[src/dat_pkg.sv]
// DAT subsystem shared types
package dat_pkg;

    // Table geometry
    localparam int unsigned DatDepth = 16;
    localparam int unsigned DatAw = 4;

    // System clocks per SCL half period
    localparam int unsigned SclHalfPeriod = 4;

    // Host command opcodes
    typedef enum logic [1:0] {
        OP_WRITE,
        OP_READ,
        OP_ADDR
    } dat_op_e;

    // One Device Address Table entry
    typedef struct packed {
        logic [6:0] static_addr;
        logic [6:0] dyn_addr;
        logic       push_pull;
        logic       reserved;
    } dat_entry_t;

    // Host command
    typedef struct packed {
        dat_op_e          op;
        logic [DatAw-1:0] index;
        logic             rnw;
        dat_entry_t       entry;
    } dat_cmd_t;

    // Host response, nack only meaningful for OP_ADDR
    typedef struct packed {
        dat_op_e    op;
        dat_entry_t entry;
        logic       nack;
    } dat_rsp_t;

    // Table memory request
    typedef struct packed {
        logic             req;
        logic             write;
        logic [DatAw-1:0] addr;
        dat_entry_t       wdata;
    } dat_mem_sink_t;

    // Table memory response
    typedef struct packed {
        dat_entry_t rdata;
    } dat_mem_src_t;

    // Serializer request and result
    typedef struct packed {
        logic [6:0] dyn_addr;
        logic       rnw;
        logic       push_pull;
    } xfer_req_t;

    typedef struct packed {
        logic nack;
    } xfer_status_t;

endpackage

[src/dat_ram.sv]
// DAT table memory
`timescale 1ns/1ps

module dat_ram (
    input  logic                   clk_i,
    input  logic                   arst_n_i,
    input  dat_pkg::dat_mem_sink_t mem_sink_i,
    output dat_pkg::dat_mem_src_t  mem_src_o
);
    import dat_pkg::*;

    dat_entry_t mem_q [DatDepth];
    dat_entry_t rdata_q;

    // Array write port
    always_ff @(posedge clk_i) begin
        if (mem_sink_i.req && mem_sink_i.write) begin
            mem_q[mem_sink_i.addr] <= mem_sink_i.wdata;
        end
    end

    // Read data appears the cycle after the request
    always_ff @(posedge clk_i or negedge arst_n_i) begin
        if (!arst_n_i) begin
            rdata_q <= '0;
        end else if (mem_sink_i.req && !mem_sink_i.write) begin
            rdata_q <= mem_q[mem_sink_i.addr];
        end
    end

    assign mem_src_o.rdata = rdata_q;

endmodule

[src/dat_cmd_frontend.sv]
// DAT command front end
`timescale 1ns/1ps

module dat_cmd_frontend (
    input  logic                   clk_i,
    input  logic                   arst_n_i,
    input  dat_pkg::dat_cmd_t      cmd_i,
    input  logic                   cmd_valid_i,
    output logic                   cmd_ready_o,
    output dat_pkg::dat_rsp_t      rsp_o,
    output logic                   rsp_valid_o,
    input  logic                   rsp_ready_i,
    output dat_pkg::dat_mem_sink_t mem_sink_o,
    input  dat_pkg::dat_mem_src_t  mem_src_i,
    output dat_pkg::xfer_req_t     xfer_o,
    output logic                   xfer_valid_o,
    input  logic                   xfer_ready_i,
    input  dat_pkg::xfer_status_t  status_i,
    input  logic                   status_valid_i,
    output logic                   status_ready_o
);
    import dat_pkg::*;

    typedef enum logic [2:0] {
        S_IDLE,
        S_RD_WAIT,
        S_XFER_REQ,
        S_XFER_WAIT,
        S_RSP
    } fe_state_e;

    fe_state_e  state_q;
    dat_op_e    op_q;
    logic       rnw_q;
    logic       nack_q;
    dat_entry_t entry_q;
    logic       cmd_take;

    // New commands only start from idle
    assign cmd_ready_o = (state_q == S_IDLE);
    assign cmd_take    = cmd_ready_o && cmd_valid_i;

    always_ff @(posedge clk_i or negedge arst_n_i) begin
        if (!arst_n_i) begin
            state_q <= S_IDLE;
        end else begin
            case (state_q)
                S_IDLE: begin
                    // Writes finish in the accept cycle
                    if (cmd_take && cmd_i.op != OP_WRITE) begin
                        state_q <= S_RD_WAIT;
                    end
                end
                S_RD_WAIT: state_q <= (op_q == OP_ADDR) ? S_XFER_REQ : S_RSP;
                S_XFER_REQ: begin
                    if (xfer_ready_i) begin
                        state_q <= S_XFER_WAIT;
                    end
                end
                S_XFER_WAIT: begin
                    if (status_valid_i) begin
                        state_q <= S_RSP;
                    end
                end
                S_RSP: begin
                    if (rsp_ready_i) begin
                        state_q <= S_IDLE;
                    end
                end
                default: state_q <= S_IDLE;
            endcase
        end
    end

    // Command fields, read entry and bus result
    always_ff @(posedge clk_i) begin
        if (cmd_take) begin
            op_q   <= cmd_i.op;
            rnw_q  <= cmd_i.rnw;
            nack_q <= 1'b0;
        end
        if (state_q == S_RD_WAIT) begin
            entry_q <= mem_src_i.rdata;
        end
        if (state_q == S_XFER_WAIT && status_valid_i) begin
            nack_q <= status_i.nack;
        end
    end

    // Memory port is driven straight from the accepted command
    assign mem_sink_o.req   = cmd_take;
    assign mem_sink_o.write = (cmd_i.op == OP_WRITE);
    assign mem_sink_o.addr  = cmd_i.index;
    assign mem_sink_o.wdata = cmd_i.entry;

    assign xfer_o.dyn_addr  = entry_q.dyn_addr;
    assign xfer_o.rnw       = rnw_q;
    assign xfer_o.push_pull = entry_q.push_pull;
    assign xfer_valid_o     = (state_q == S_XFER_REQ);
    assign status_ready_o   = (state_q == S_XFER_WAIT);

    assign rsp_o.op    = op_q;
    assign rsp_o.entry = entry_q;
    assign rsp_o.nack  = nack_q;
    assign rsp_valid_o = (state_q == S_RSP);

endmodule

[src/addr_serializer.sv]
// I3C address phase serializer
`timescale 1ns/1ps

module addr_serializer (
    input  logic                  clk_i,
    input  logic                  arst_n_i,
    input  dat_pkg::xfer_req_t    xfer_i,
    input  logic                  xfer_valid_i,
    output logic                  xfer_ready_o,
    output dat_pkg::xfer_status_t status_o,
    output logic                  status_valid_o,
    input  logic                  status_ready_i,
    input  logic                  sda_i,
    output logic                  scl_o,
    output logic                  sda_o,
    output logic                  sel_od_pp_o
);
    import dat_pkg::*;

    typedef enum logic [2:0] {
        S_IDLE,
        S_START,
        S_BIT_LOW,
        S_BIT_HIGH,
        S_STOP_LOW,
        S_STOP_HIGH,
        S_DONE
    } ser_state_e;

    typedef logic [$clog2(SclHalfPeriod)-1:0] half_cnt_t;

    ser_state_e state_q;
    half_cnt_t  half_cnt_q;
    logic [3:0] bit_cnt_q;
    logic [8:0] shift_q;
    logic       pp_q;
    logic       scl_q;
    logic       sda_q;
    logic       sel_q;
    logic       nack_q;
    logic       half_last;
    logic       half_mid;
    logic       ack_slot;

    assign half_last = (half_cnt_q == half_cnt_t'(SclHalfPeriod - 1));
    assign half_mid  = (half_cnt_q == half_cnt_t'(SclHalfPeriod / 2));
    // Ninth bit is the ACK slot
    assign ack_slot  = (bit_cnt_q == 4'd8);

    always_ff @(posedge clk_i or negedge arst_n_i) begin
        if (!arst_n_i) begin
            state_q    <= S_IDLE;
            half_cnt_q <= '0;
            bit_cnt_q  <= '0;
            scl_q      <= 1'b1;
            sda_q      <= 1'b1;
            sel_q      <= 1'b0;
            nack_q     <= 1'b0;
        end else begin
            if (state_q == S_IDLE || state_q == S_DONE || half_last) begin
                half_cnt_q <= '0;
            end else begin
                half_cnt_q <= half_cnt_q + 1'b1;
            end
            case (state_q)
                S_IDLE: begin
                    if (xfer_valid_i) begin
                        // START: SDA falls with SCL high
                        state_q   <= S_START;
                        bit_cnt_q <= '0;
                        sda_q     <= 1'b0;
                    end
                end
                S_START: begin
                    if (half_last) begin
                        state_q <= S_BIT_LOW;
                        scl_q   <= 1'b0;
                    end
                end
                S_BIT_LOW: begin
                    // SDA moves one clock after SCL falls
                    if (half_cnt_q == '0) begin
                        sda_q <= shift_q[8];
                        sel_q <= pp_q && !ack_slot;
                    end
                    if (half_last) begin
                        state_q <= S_BIT_HIGH;
                        scl_q   <= 1'b1;
                    end
                end
                S_BIT_HIGH: begin
                    if (ack_slot && half_mid) begin
                        nack_q <= sda_i;
                    end
                    if (half_last) begin
                        scl_q <= 1'b0;
                        if (ack_slot) begin
                            state_q <= S_STOP_LOW;
                        end else begin
                            state_q   <= S_BIT_LOW;
                            bit_cnt_q <= bit_cnt_q + 1'b1;
                        end
                    end
                end
                S_STOP_LOW: begin
                    if (half_cnt_q == '0) begin
                        sda_q <= 1'b0;
                    end
                    if (half_last) begin
                        state_q <= S_STOP_HIGH;
                        scl_q   <= 1'b1;
                    end
                end
                S_STOP_HIGH: begin
                    // STOP: SDA rises with SCL high
                    if (half_mid) begin
                        sda_q <= 1'b1;
                    end
                    if (half_last) begin
                        state_q <= S_DONE;
                    end
                end
                S_DONE: begin
                    if (status_ready_i) begin
                        state_q <= S_IDLE;
                    end
                end
                default: state_q <= S_IDLE;
            endcase
        end
    end

    // Address byte then a released ACK bit
    always_ff @(posedge clk_i) begin
        if (state_q == S_IDLE && xfer_valid_i) begin
            shift_q <= {xfer_i.dyn_addr, xfer_i.rnw, 1'b1};
            pp_q    <= xfer_i.push_pull;
        end else if (state_q == S_BIT_HIGH && half_last) begin
            shift_q <= {shift_q[7:0], 1'b0};
        end
    end

    assign xfer_ready_o   = (state_q == S_IDLE);
    assign status_valid_o = (state_q == S_DONE);
    assign status_o.nack  = nack_q;
    assign scl_o          = scl_q;
    assign sda_o          = sda_q;
    assign sel_od_pp_o    = sel_q;

endmodule

[src/dat_wrapper.sv]
// DAT subsystem top level
`timescale 1ns/1ps

module dat_wrapper (
    input  logic              clk_i,
    input  logic              arst_n_i,
    input  dat_pkg::dat_cmd_t cmd_i,
    input  logic              cmd_valid_i,
    output logic              cmd_ready_o,
    output dat_pkg::dat_rsp_t rsp_o,
    output logic              rsp_valid_o,
    input  logic              rsp_ready_i,

    // I3C pads
    // scl_i is unused here, the core always drives SCL push-pull
    input  logic              scl_i,
    input  logic              sda_i,
    output logic              scl_o,
    output logic              sda_o,
    output logic              sda_oe_o,
    output logic              sel_od_pp_o
);
    import dat_pkg::*;

    dat_mem_sink_t dat_mem_sink;
    dat_mem_src_t  dat_mem_src;
    xfer_req_t     xfer;
    logic          xfer_valid;
    logic          xfer_ready;
    xfer_status_t  status;
    logic          status_valid;
    logic          status_ready;

    dat_cmd_frontend cmd_frontend (
        .clk_i,
        .arst_n_i,
        .cmd_i,
        .cmd_valid_i,
        .cmd_ready_o,
        .rsp_o,
        .rsp_valid_o,
        .rsp_ready_i,
        .mem_sink_o    (dat_mem_sink),
        .mem_src_i     (dat_mem_src),
        .xfer_o        (xfer),
        .xfer_valid_o  (xfer_valid),
        .xfer_ready_i  (xfer_ready),
        .status_i      (status),
        .status_valid_i(status_valid),
        .status_ready_o(status_ready)
    );

    dat_ram dat_memory (
        .clk_i,
        .arst_n_i,
        .mem_sink_i(dat_mem_sink),
        .mem_src_o (dat_mem_src)
    );

    addr_serializer addr_ser (
        .clk_i,
        .arst_n_i,
        .xfer_i        (xfer),
        .xfer_valid_i  (xfer_valid),
        .xfer_ready_o  (xfer_ready),
        .status_o      (status),
        .status_valid_o(status_valid),
        .status_ready_i(status_ready),
        .sda_i,
        .scl_o,
        .sda_o,
        .sel_od_pp_o
    );

    // Drive SDA in push-pull mode, otherwise only pull it low
    assign sda_oe_o = sel_od_pp_o || !sda_o;

endmodule

[config.mk]
export PLATFORM = sky130hd
export DESIGN_NAME = dat_wrapper
export DESIGN_NICKNAME = d
export VERILOG_FILES = /design/src/dat_pkg.sv /design/src/dat_ram.sv /design/src/dat_cmd_frontend.sv /design/src/addr_serializer.sv /design/src/dat_wrapper.sv
export SDC_FILE = /design/constraint.sdc
export NUM_CORES = 1
export LEC_CHECK = 0
export BUFFER_PORTS_ARGS = -buffer_cell sky130_fd_sc_hd__buf_2
export CAP_MARGIN = 40
export CORE_ASPECT_RATIO = 1.5
export CORE_MARGIN = 4
export CORE_UTILIZATION = 61
export CTS_CLUSTER_SIZE = 28
export DETAILED_ROUTE_END_ITERATION = 8
export GPL_TIMING_DRIVEN = 0
export PLACE_DENSITY = 0.79
export SLEW_MARGIN = 20
export SYNTH_ARGS = -nofsm -noshare
export SYNTH_HDL_FRONTEND = slang
export SYNTH_HIERARCHICAL = 1
export SYNTH_SLANG_ARGS = --single-unit
[constraint.sdc]
create_clock -name clk_i -period 3.35 [get_ports clk_i]
set_input_delay 0.335 -clock clk_i [delete_from_list [all_inputs] [get_ports clk_i]]
set_output_delay 0.335 -clock clk_i [all_outputs]
set_load 0.01 [all_outputs]
==> results of run 1 <==
[power by group through the flow]
| stage | combinational [uW] | clock (uW) | sequential, uW |
|---|---|---|---|
| finish | 1250 | 2940 | 4830 |
| global route | 1360 | 3140 | 4860 |
| CTS | 1250 | 2980 | 4840 |
| detailed placement | 1240 | 0 | 4920 |
| global placement | 1160 | 0 | 4900 |
| floorplan | 823 | 0 | 4910 |
[stage by stage]
stage | total power (uW) | util
floorplan | 5730 | -
global placement | 6060 | 0.649
detailed placement | 6160 | 0.661
CTS | 9070 | 0.703
global route | 9360 | 0.704
finish | 9030 | 0.704
[critical path, stage by stage, from the launching register on]
cell	delay (ns)
dfrtp_1	0.38
buf_6	0.14
nor3_2	0.17
nand2_1	0.13
inv_1	0.17
buf_4	0.18
nand3_1	0.22
nor3_2	0.60
buf_4	0.32
[logic make-up after synthesis]
group | share of synthesized area
adder cells (fa/ha/maj) | 0.00487
AND/OR/NAND/NOR | 0.0460
multiplexers | 0.109
buffers and inverters | 0.0495
flip-flops | 0.730
AO/OA/AOI/OAI | 0.0610
[synth_stat cells, types with 2 or more instances]
| cell | instances | area (um2) |
|---|---|---|
| mux2_2 | 2 | 22.5 |
| nand3_1 | 7 | 35.0 |
| ha_1 | 5 | 62.6 |
| nand3b_2 | 2 | 22.5 |
| mux4_2 | 16 | 360 |
| a221oi_1 | 17 | 149 |
| buf_4 | 33 | 248 |
| clkbuf_1 | 10 | 37.5 |
| a22o_1 | 9 | 78.8 |
| dfstp_2 | 2 | 52.6 |
| o22ai_2 | 10 | 125 |
| nor3_1 | 8 | 40.0 |
| nor2b_1 | 4 | 25.0 |
| and3_1 | 3 | 18.8 |
| buf_6 | 11 | 124 |
| edfxtp_1 | 285 | 8560 |
| or3b_1 | 2 | 17.5 |
| dfrtp_1 | 30 | 751 |
| nand4b_1 | 2 | 17.5 |
| mux2i_1 | 100 | 1000 |
| buf_8 | 7 | 105 |
| nand2b_1 | 5 | 31.3 |
| buf_2 | 12 | 60.1 |
| a31oi_1 | 17 | 106 |
| a21oi_1 | 8 | 40.0 |
| o21ai_0 | 6 | 30.0 |
| o22ai_1 | 23 | 144 |
| nor2_1 | 55 | 206 |
| and3b_1 | 2 | 17.5 |
| o21ai_1 | 16 | 80.1 |
| inv_1 | 9 | 33.8 |
| nand2_1 | 11 | 41.3 |
[metal layers]
layer,part of all wire,vias to the layer above,global-route usage
li1,-,3070,-
met1,0.37,3482,0.263
met2,0.55,235,0.415
met3,0.057,50,0.0327
met4,0.027,0,0.0756
met5,0,-,0
[flip-flops by register name, indices dropped and copies added (netlist names), 2 cells and up]
register / cells
addr_ser/bit_cnt_q: 4
addr_ser/half_cnt_q: 2
addr_ser/shift_q: 9
addr_ser/state_q: 3
cmd_frontend/op_q: 2
cmd_frontend/rsp_o: 16
cmd_frontend/state_q: 3
dat_memory/mem_q: 256
dat_memory/mem_src_o: 16
[layout make-up]
type / instances / area [um2] / area share
sequential: 318 / 9380 / 0.648
inverter: 10 / 38.8 / 0.00268
tap: 264 / 330 / 0.0228
clock buffer: 43 / 788 / 0.0544
timing repair buffer: 55 / 418 / 0.0289
multi-input combinational: 347 / 2890 / 0.200
buffer: 75 / 598 / 0.0413
clock inverter: 7 / 36.3 / 0.00251
[worst min-delay path by stage]
stage / from / end / cells after the start
finish: sda_i / addr_ser/status_o$_DFFE_PN0P_ / 2
global route: sda_i / addr_ser/status_o$_DFFE_PN0P_ / 2
CTS: sda_i / addr_ser/status_o$_DFFE_PN0P_ / 2
detailed placement: arst_n_i / dat_memory/mem_src_o[15]$_DFFE_PN0P_ / 1
global placement: dat_memory/mem_src_o[1]$_DFFE_PN0P_ / cmd_frontend/rsp_o[2]$_DFFE_PP_ / 0
floorplan: arst_n_i / addr_ser/bit_cnt_q[0]$_DFFE_PN0P_ / 0
==> metrics.cfg, run 1 <==
[status]
outcome = finished, final reports clean

[pwr]
internal_portion_of_total_power_uw = 6820
power_switching_share = 0.244
pwr-share-clk = 0.326
pwr-share-comb = 0.138
switchingPower_uw = 2210
seq_power_share = 0.536
cellPowerDensity_mw_per_mm2 = 623
total_leakage_power_uw = 0.00519
max-vdd-ir-drop_mv = 0.468

[clocking]
cts_tree = done
post_cts_resized = 0
hold_buffers = 4
clock-sinks = 318
htree_levels = 1
cts_made_buffers = 28
worst_skew_pair.late_latency_ns = 0.55
path_clk_slew_ns = 0.06
post-cts-setup-buffers = 0
clk_path_buf_depth = 3
clockRootBuffer = clkbuf_16

[final_layout]
n_antenna_cell = 0
final_layout_size_suffix_gt1_frac = 0.241
nNetsFinal = 869
stdcell_area_mm2 = 0.0145
fillerInstances = 1222
layout-area-overhead-vs-synth_pct = 12.6
finalNonFillerCells = 1119
final_common_cell = edfxtp_1
layout_common_cells = edfxtp_1, mux2i_1, buf_2

[detailed_routing]
vias = 6837
drt_pre_antenna_iters = 6
drc = 0
routed_wirelength_um = 26200
avgRoutedWirePerCell_um = 23.4
route.detailed.vias_per_inst = 6.11
dr.first_iter.drc_count = 493
drt.antenna.violating_nets = 0

[setup_path]
cp-start-kind = flop
critical_path_peak_fanout = 9
ff2ff_setup_slack_ns = 0.73
arrival_ns = 2.85
worstSetupEndpointType = flop
worst_r2r_endpoint = dat_memory/mem_q[3][6]$_DFFE_PP_
crit-reg2reg-launch = cmd_frontend/state_q[1]$_DFFE_PN0P_
setup_crit_end = dat_memory/mem_q[3][6]$_DFFE_PP_
length_in_cells_of_the_worst_reg_to_reg_path = 8
critPathRequiredTime_ns = 3.58
startpoint = cmd_frontend/state_q[1]$_DFFE_PN0P_
critical_path_class = flop to flop

[timing]
hold_viol_final = 0
slew_viol_final = 0
period_needed_ns = 2.62
clock.fmax_ghz = 0.381
clock-skew-final_ns = 0.0266
setup_slack_ns = 0.728
rsz_0062_raised_after_global_routing = no
whs_ns = 0.0558
timing.final.setup_violations = 0
worst-slew-pin-transition_ns = 0.754
post-route-period-util = 0.783
setup_tns_after_final_layout_ns = 0
slew-limit-headroom = 0.495

[synth]
cell_area_synth_mm2 = 0.0129
ys_ff_latch = 318
synth_ff_type = edfxtp_1
postSynthNetCount = 784
synth.distinct_cells = 53
count_of_flip_flops_with_a_built_in_enable_after_synthesis = 285
syn_area_per_cell_um2 = 17.1
synth_cells = 750
yosys_warnings = 6
postSynth.asyncResetShare = 0.101
seq_area_frac_synth = 0.730

[place]
dp.cells = 1064
placed_instance_area_mm2 = 0.0136
detailed_place_hpwl_um = 17900
post-place-ws_ns = 0.703
gpl.final_weighted_congestion = 0.817
io_buffer_count = 32

[die]
floorplan.initialDensity = 0.625
placementRows = 64
io_pins = 54
die-area_mm2 = 0.0235
die_width_um = 127
core_mm2 = 0.0206
die-height_um = 186

[flow_run]
drv.max_cap_violation_count = 0

[global_routing]
grt_usage = 0.222
antenna_found_initial = 0
grt_first_pass_wirelength_um = 39900
first_global_vias = 7218
grt-ovfl-total = 0
grt_max_degree = 33

[hold_path]
min-delay-path-class = primary input to flop

No activity file was read; power rests on OpenSTA's default activity.
==> inputs of run 2 (changes only) <==
==> constraint.sdc (replaced) <==
create_clock -name clk_i -period 2.45 [get_ports clk_i]
set_input_delay 0.245 -clock clk_i [delete_from_list [all_inputs] [get_ports clk_i]]
set_output_delay 0.245 -clock clk_i [all_outputs]
set_load 0.01 [all_outputs]
==> metrics.cfg, run 2 (same netlist as run 1, synthesis figures left out) <==
[detailed_routing]
routed_wirelength_um = 28300  ; +8.1%
route.detailed.vias_per_inst = 6.21  ; +1.7%
avgRoutedWirePerCell_um = 24.7  ; +5.5%
drt_pre_antenna_iters = 5  ; -1
vias = 7119  ; +4.1%
dr.first_iter.drc_count = 574  ; +16%
drc = 0  ; unchanged
drt.antenna.violating_nets = 0  ; unchanged

[die]
die_width_um = 127  ; unchanged
core_mm2 = 0.0206  ; unchanged
die-height_um = 186  ; unchanged
floorplan.initialDensity = 0.625  ; unchanged
die-area_mm2 = 0.0235  ; unchanged
placementRows = 64  ; unchanged
io_pins = 54  ; unchanged

[setup_path]
critical_path.cell_chain = buf_6, nor3_2, nand2_1, inv_1, buf_4, nand3_1, nor2_2, buf_8
critical_path_peak_fanout = 11  ; +2
max_stage_delay_ns = 0.52  ; -0.08 ns
worstSetupEndpointType = flop
crit-reg2reg-launch = cmd_frontend/state_q[1]$_DFFE_PN0P_
cp-start-kind = flop
slowest_cell_on_the_critical_path = nor2_2
critPathRequiredTime_ns = 2.70  ; -0.88 ns
startpoint = cmd_frontend/state_q[1]$_DFFE_PN0P_
critical_path_class = flop to flop
arrival_ns = 2.76  ; -0.09 ns

[final_layout]
final_common_cell = edfxtp_1
finalNonFillerCells = 1146  ; +2.4%
max_flop_register = dat_memory/mem_q
n_antenna_cell = 0  ; unchanged
register_area_mm2 = 0.00938  ; unchanged
final_layout_size_suffix_gt1_frac = 0.265  ; +0.0244
multiInputGateArea_mm2 = 0.00297  ; +2.6%
layout_common_cells = edfxtp_1, mux2i_1, buf_4
layout-area-overhead-vs-synth_pct = 16.5
nNetsFinal = 893  ; +2.8%
largest_reg_flops = 256  ; unchanged
fillerInstances = 1189  ; -2.7%

[timing]
post-route-period-util = 1.03  ; +0.243
clock.fmax_ghz = 0.398  ; +4.3%
whs_ns = 0.0191  ; -0.0367 ns
clock-skew-final_ns = 0.0194  ; -0.00723 ns
slew-limit-headroom = 0.438  ; -0.0573
period_needed_ns = 2.51  ; -0.109 ns
setup_slack_ns = -0.0634  ; -0.791 ns
worst-slew-pin-transition_ns = 0.844  ; +0.0900 ns
rsz_0062_raised_after_global_routing = yes
slew_viol_final = 0  ; unchanged
hold_viol_final = 0  ; unchanged
timing.final.setup_violations = 37  ; +37
setup_tns_after_final_layout_ns = -1.50  ; -1.50 ns

[global_routing]
globalRouteMet2Util = 0.429  ; +0.0140
grt-ovfl-total = 0  ; unchanged
grt_use_met3 = 0.0353  ; +0.00258
grt_usage = 0.236  ; +0.0139
global_route.usage.met1 = 0.281  ; +0.0175
gr-max-usage-layer = met2
grt_max_degree = 33  ; unchanged
first_global_vias = 7377  ; +2.2%
antenna_found_initial = 0  ; unchanged
grt_first_pass_wirelength_um = 42100  ; +5.5%

[clocking]
clockRootBuffer = clkbuf_16
path_clk_slew_ns = 0.06  ; about the same
cts_tree = done
clk_path_buf_depth = 3  ; unchanged
htree_levels = 1  ; unchanged
cts_made_buffers = 30  ; +7.1%
worst_skew_pair.late_latency_ns = 0.55  ; about the same
clock-sinks = 318  ; unchanged

[status]
violations = setup timing
outcome = finished with violations

[place]
io_buffer_count = 32  ; unchanged
dp.cells = 1060  ; -0.38%
gpl.final_weighted_congestion = 0.818  ; +0.18%
detailed_place_hpwl_um = 17800  ; -0.66%
post-place-ws_ns = -0.146  ; -0.849 ns

[pwr]
max-vdd-ir-drop_mv = 0.638  ; +36%
cellPowerDensity_mw_per_mm2 = 869  ; +40%
totalPowerFinal_uw = 13000  ; +44%
total_leakage_power_uw = 0.00542  ; +4.5%

[hold_path]
timing.hold.worst.start = rsp_ready_i
min-delay-path-class = primary input to flop

[flow_run]
drv.max_cap_violation_count = 0  ; unchanged

==> run 2: cell types whose count changed in the layout (fill, tap and decap cells not counted), sizes merged <==
| cell | change |
|---|---|
| bufinv | +4 |
| inv | +1 |
| clkinv | +7 |
| clkbuf | -9 |
| clkinvlp | +2 |
| buf | +16 |
| dlygate4sd3 | +6 |
==> run 2: per-stage QoR <==
step                       util  cell area, um2
after floorplan               -           12900
after global placement    0.650           13400
after detailed placement  0.662           13600
after CTS                 0.719           14800
after global routing      0.728           15000
final                     0.728           15000
==> run 2: layout make-up <==
class	instances	area share
sequential	318	0.627
multi-input combinational	347	0.198
clock buffer	34	0.0526
timing repair buffer	77	0.0442
buffer	75	0.0402
tap	264	0.0221
clock inverter	21	0.0139
inverter	10	0.00259
==> run 2: layer usage <==
metal | wire, um | up-vias
met5 | 0 | -
met4 | 1210 | 0
met3 | 1890 | 88
met2 | 15000 | 335
met1 | 10100 | 3577
li1 | - | 3119
==> run 2: critical path, delay by kind of cell, from the launching register on <==
family	cells	cell delay, ns
and+or+nand+nor	4	1.07
DFF	1	0.38
buffers and inverters	4	0.77
==> run 2: report_power, final <==
| group | switching, uW | internal [uW] |
|---|---|---|
| combinational | 1020 | 735 |
| sequential | 211 | 6400 |
| clock | 1930 | 2720 |
==> run 2: path summary, 6_finish.rpt <==
path                                                            end  cells past startpoint  slack (ns)
worst max-delay path              dat_memory/mem_q[6][12]$_DFFE_PP_                      8       -0.06
worst min-delay path            cmd_frontend/state_q[2]$_DFFE_PN0P_                      3        0.02
worst max register to register    dat_memory/mem_q[6][12]$_DFFE_PP_                      8       -0.06
worst min register to register      cmd_frontend/rsp_o[2]$_DFFE_PP_                      0        0.45
max in group asynchronous                addr_ser/scl_o$_DFFE_PN1P_                      3        2.01
min in group asynchronous       dat_memory/mem_src_o[3]$_DFFE_PN0P_                      3        0.19
==> run 2: repair_timing <==
item | in CTS | in global routing
setup buffers | 4 | 15
hold buffers | 10 | 0
pin swaps | 2 | 10
resized for setup | 5 | 11
endpoints found under the hold margin | 91 | 0
setup endpoints to repair | 118 | 158
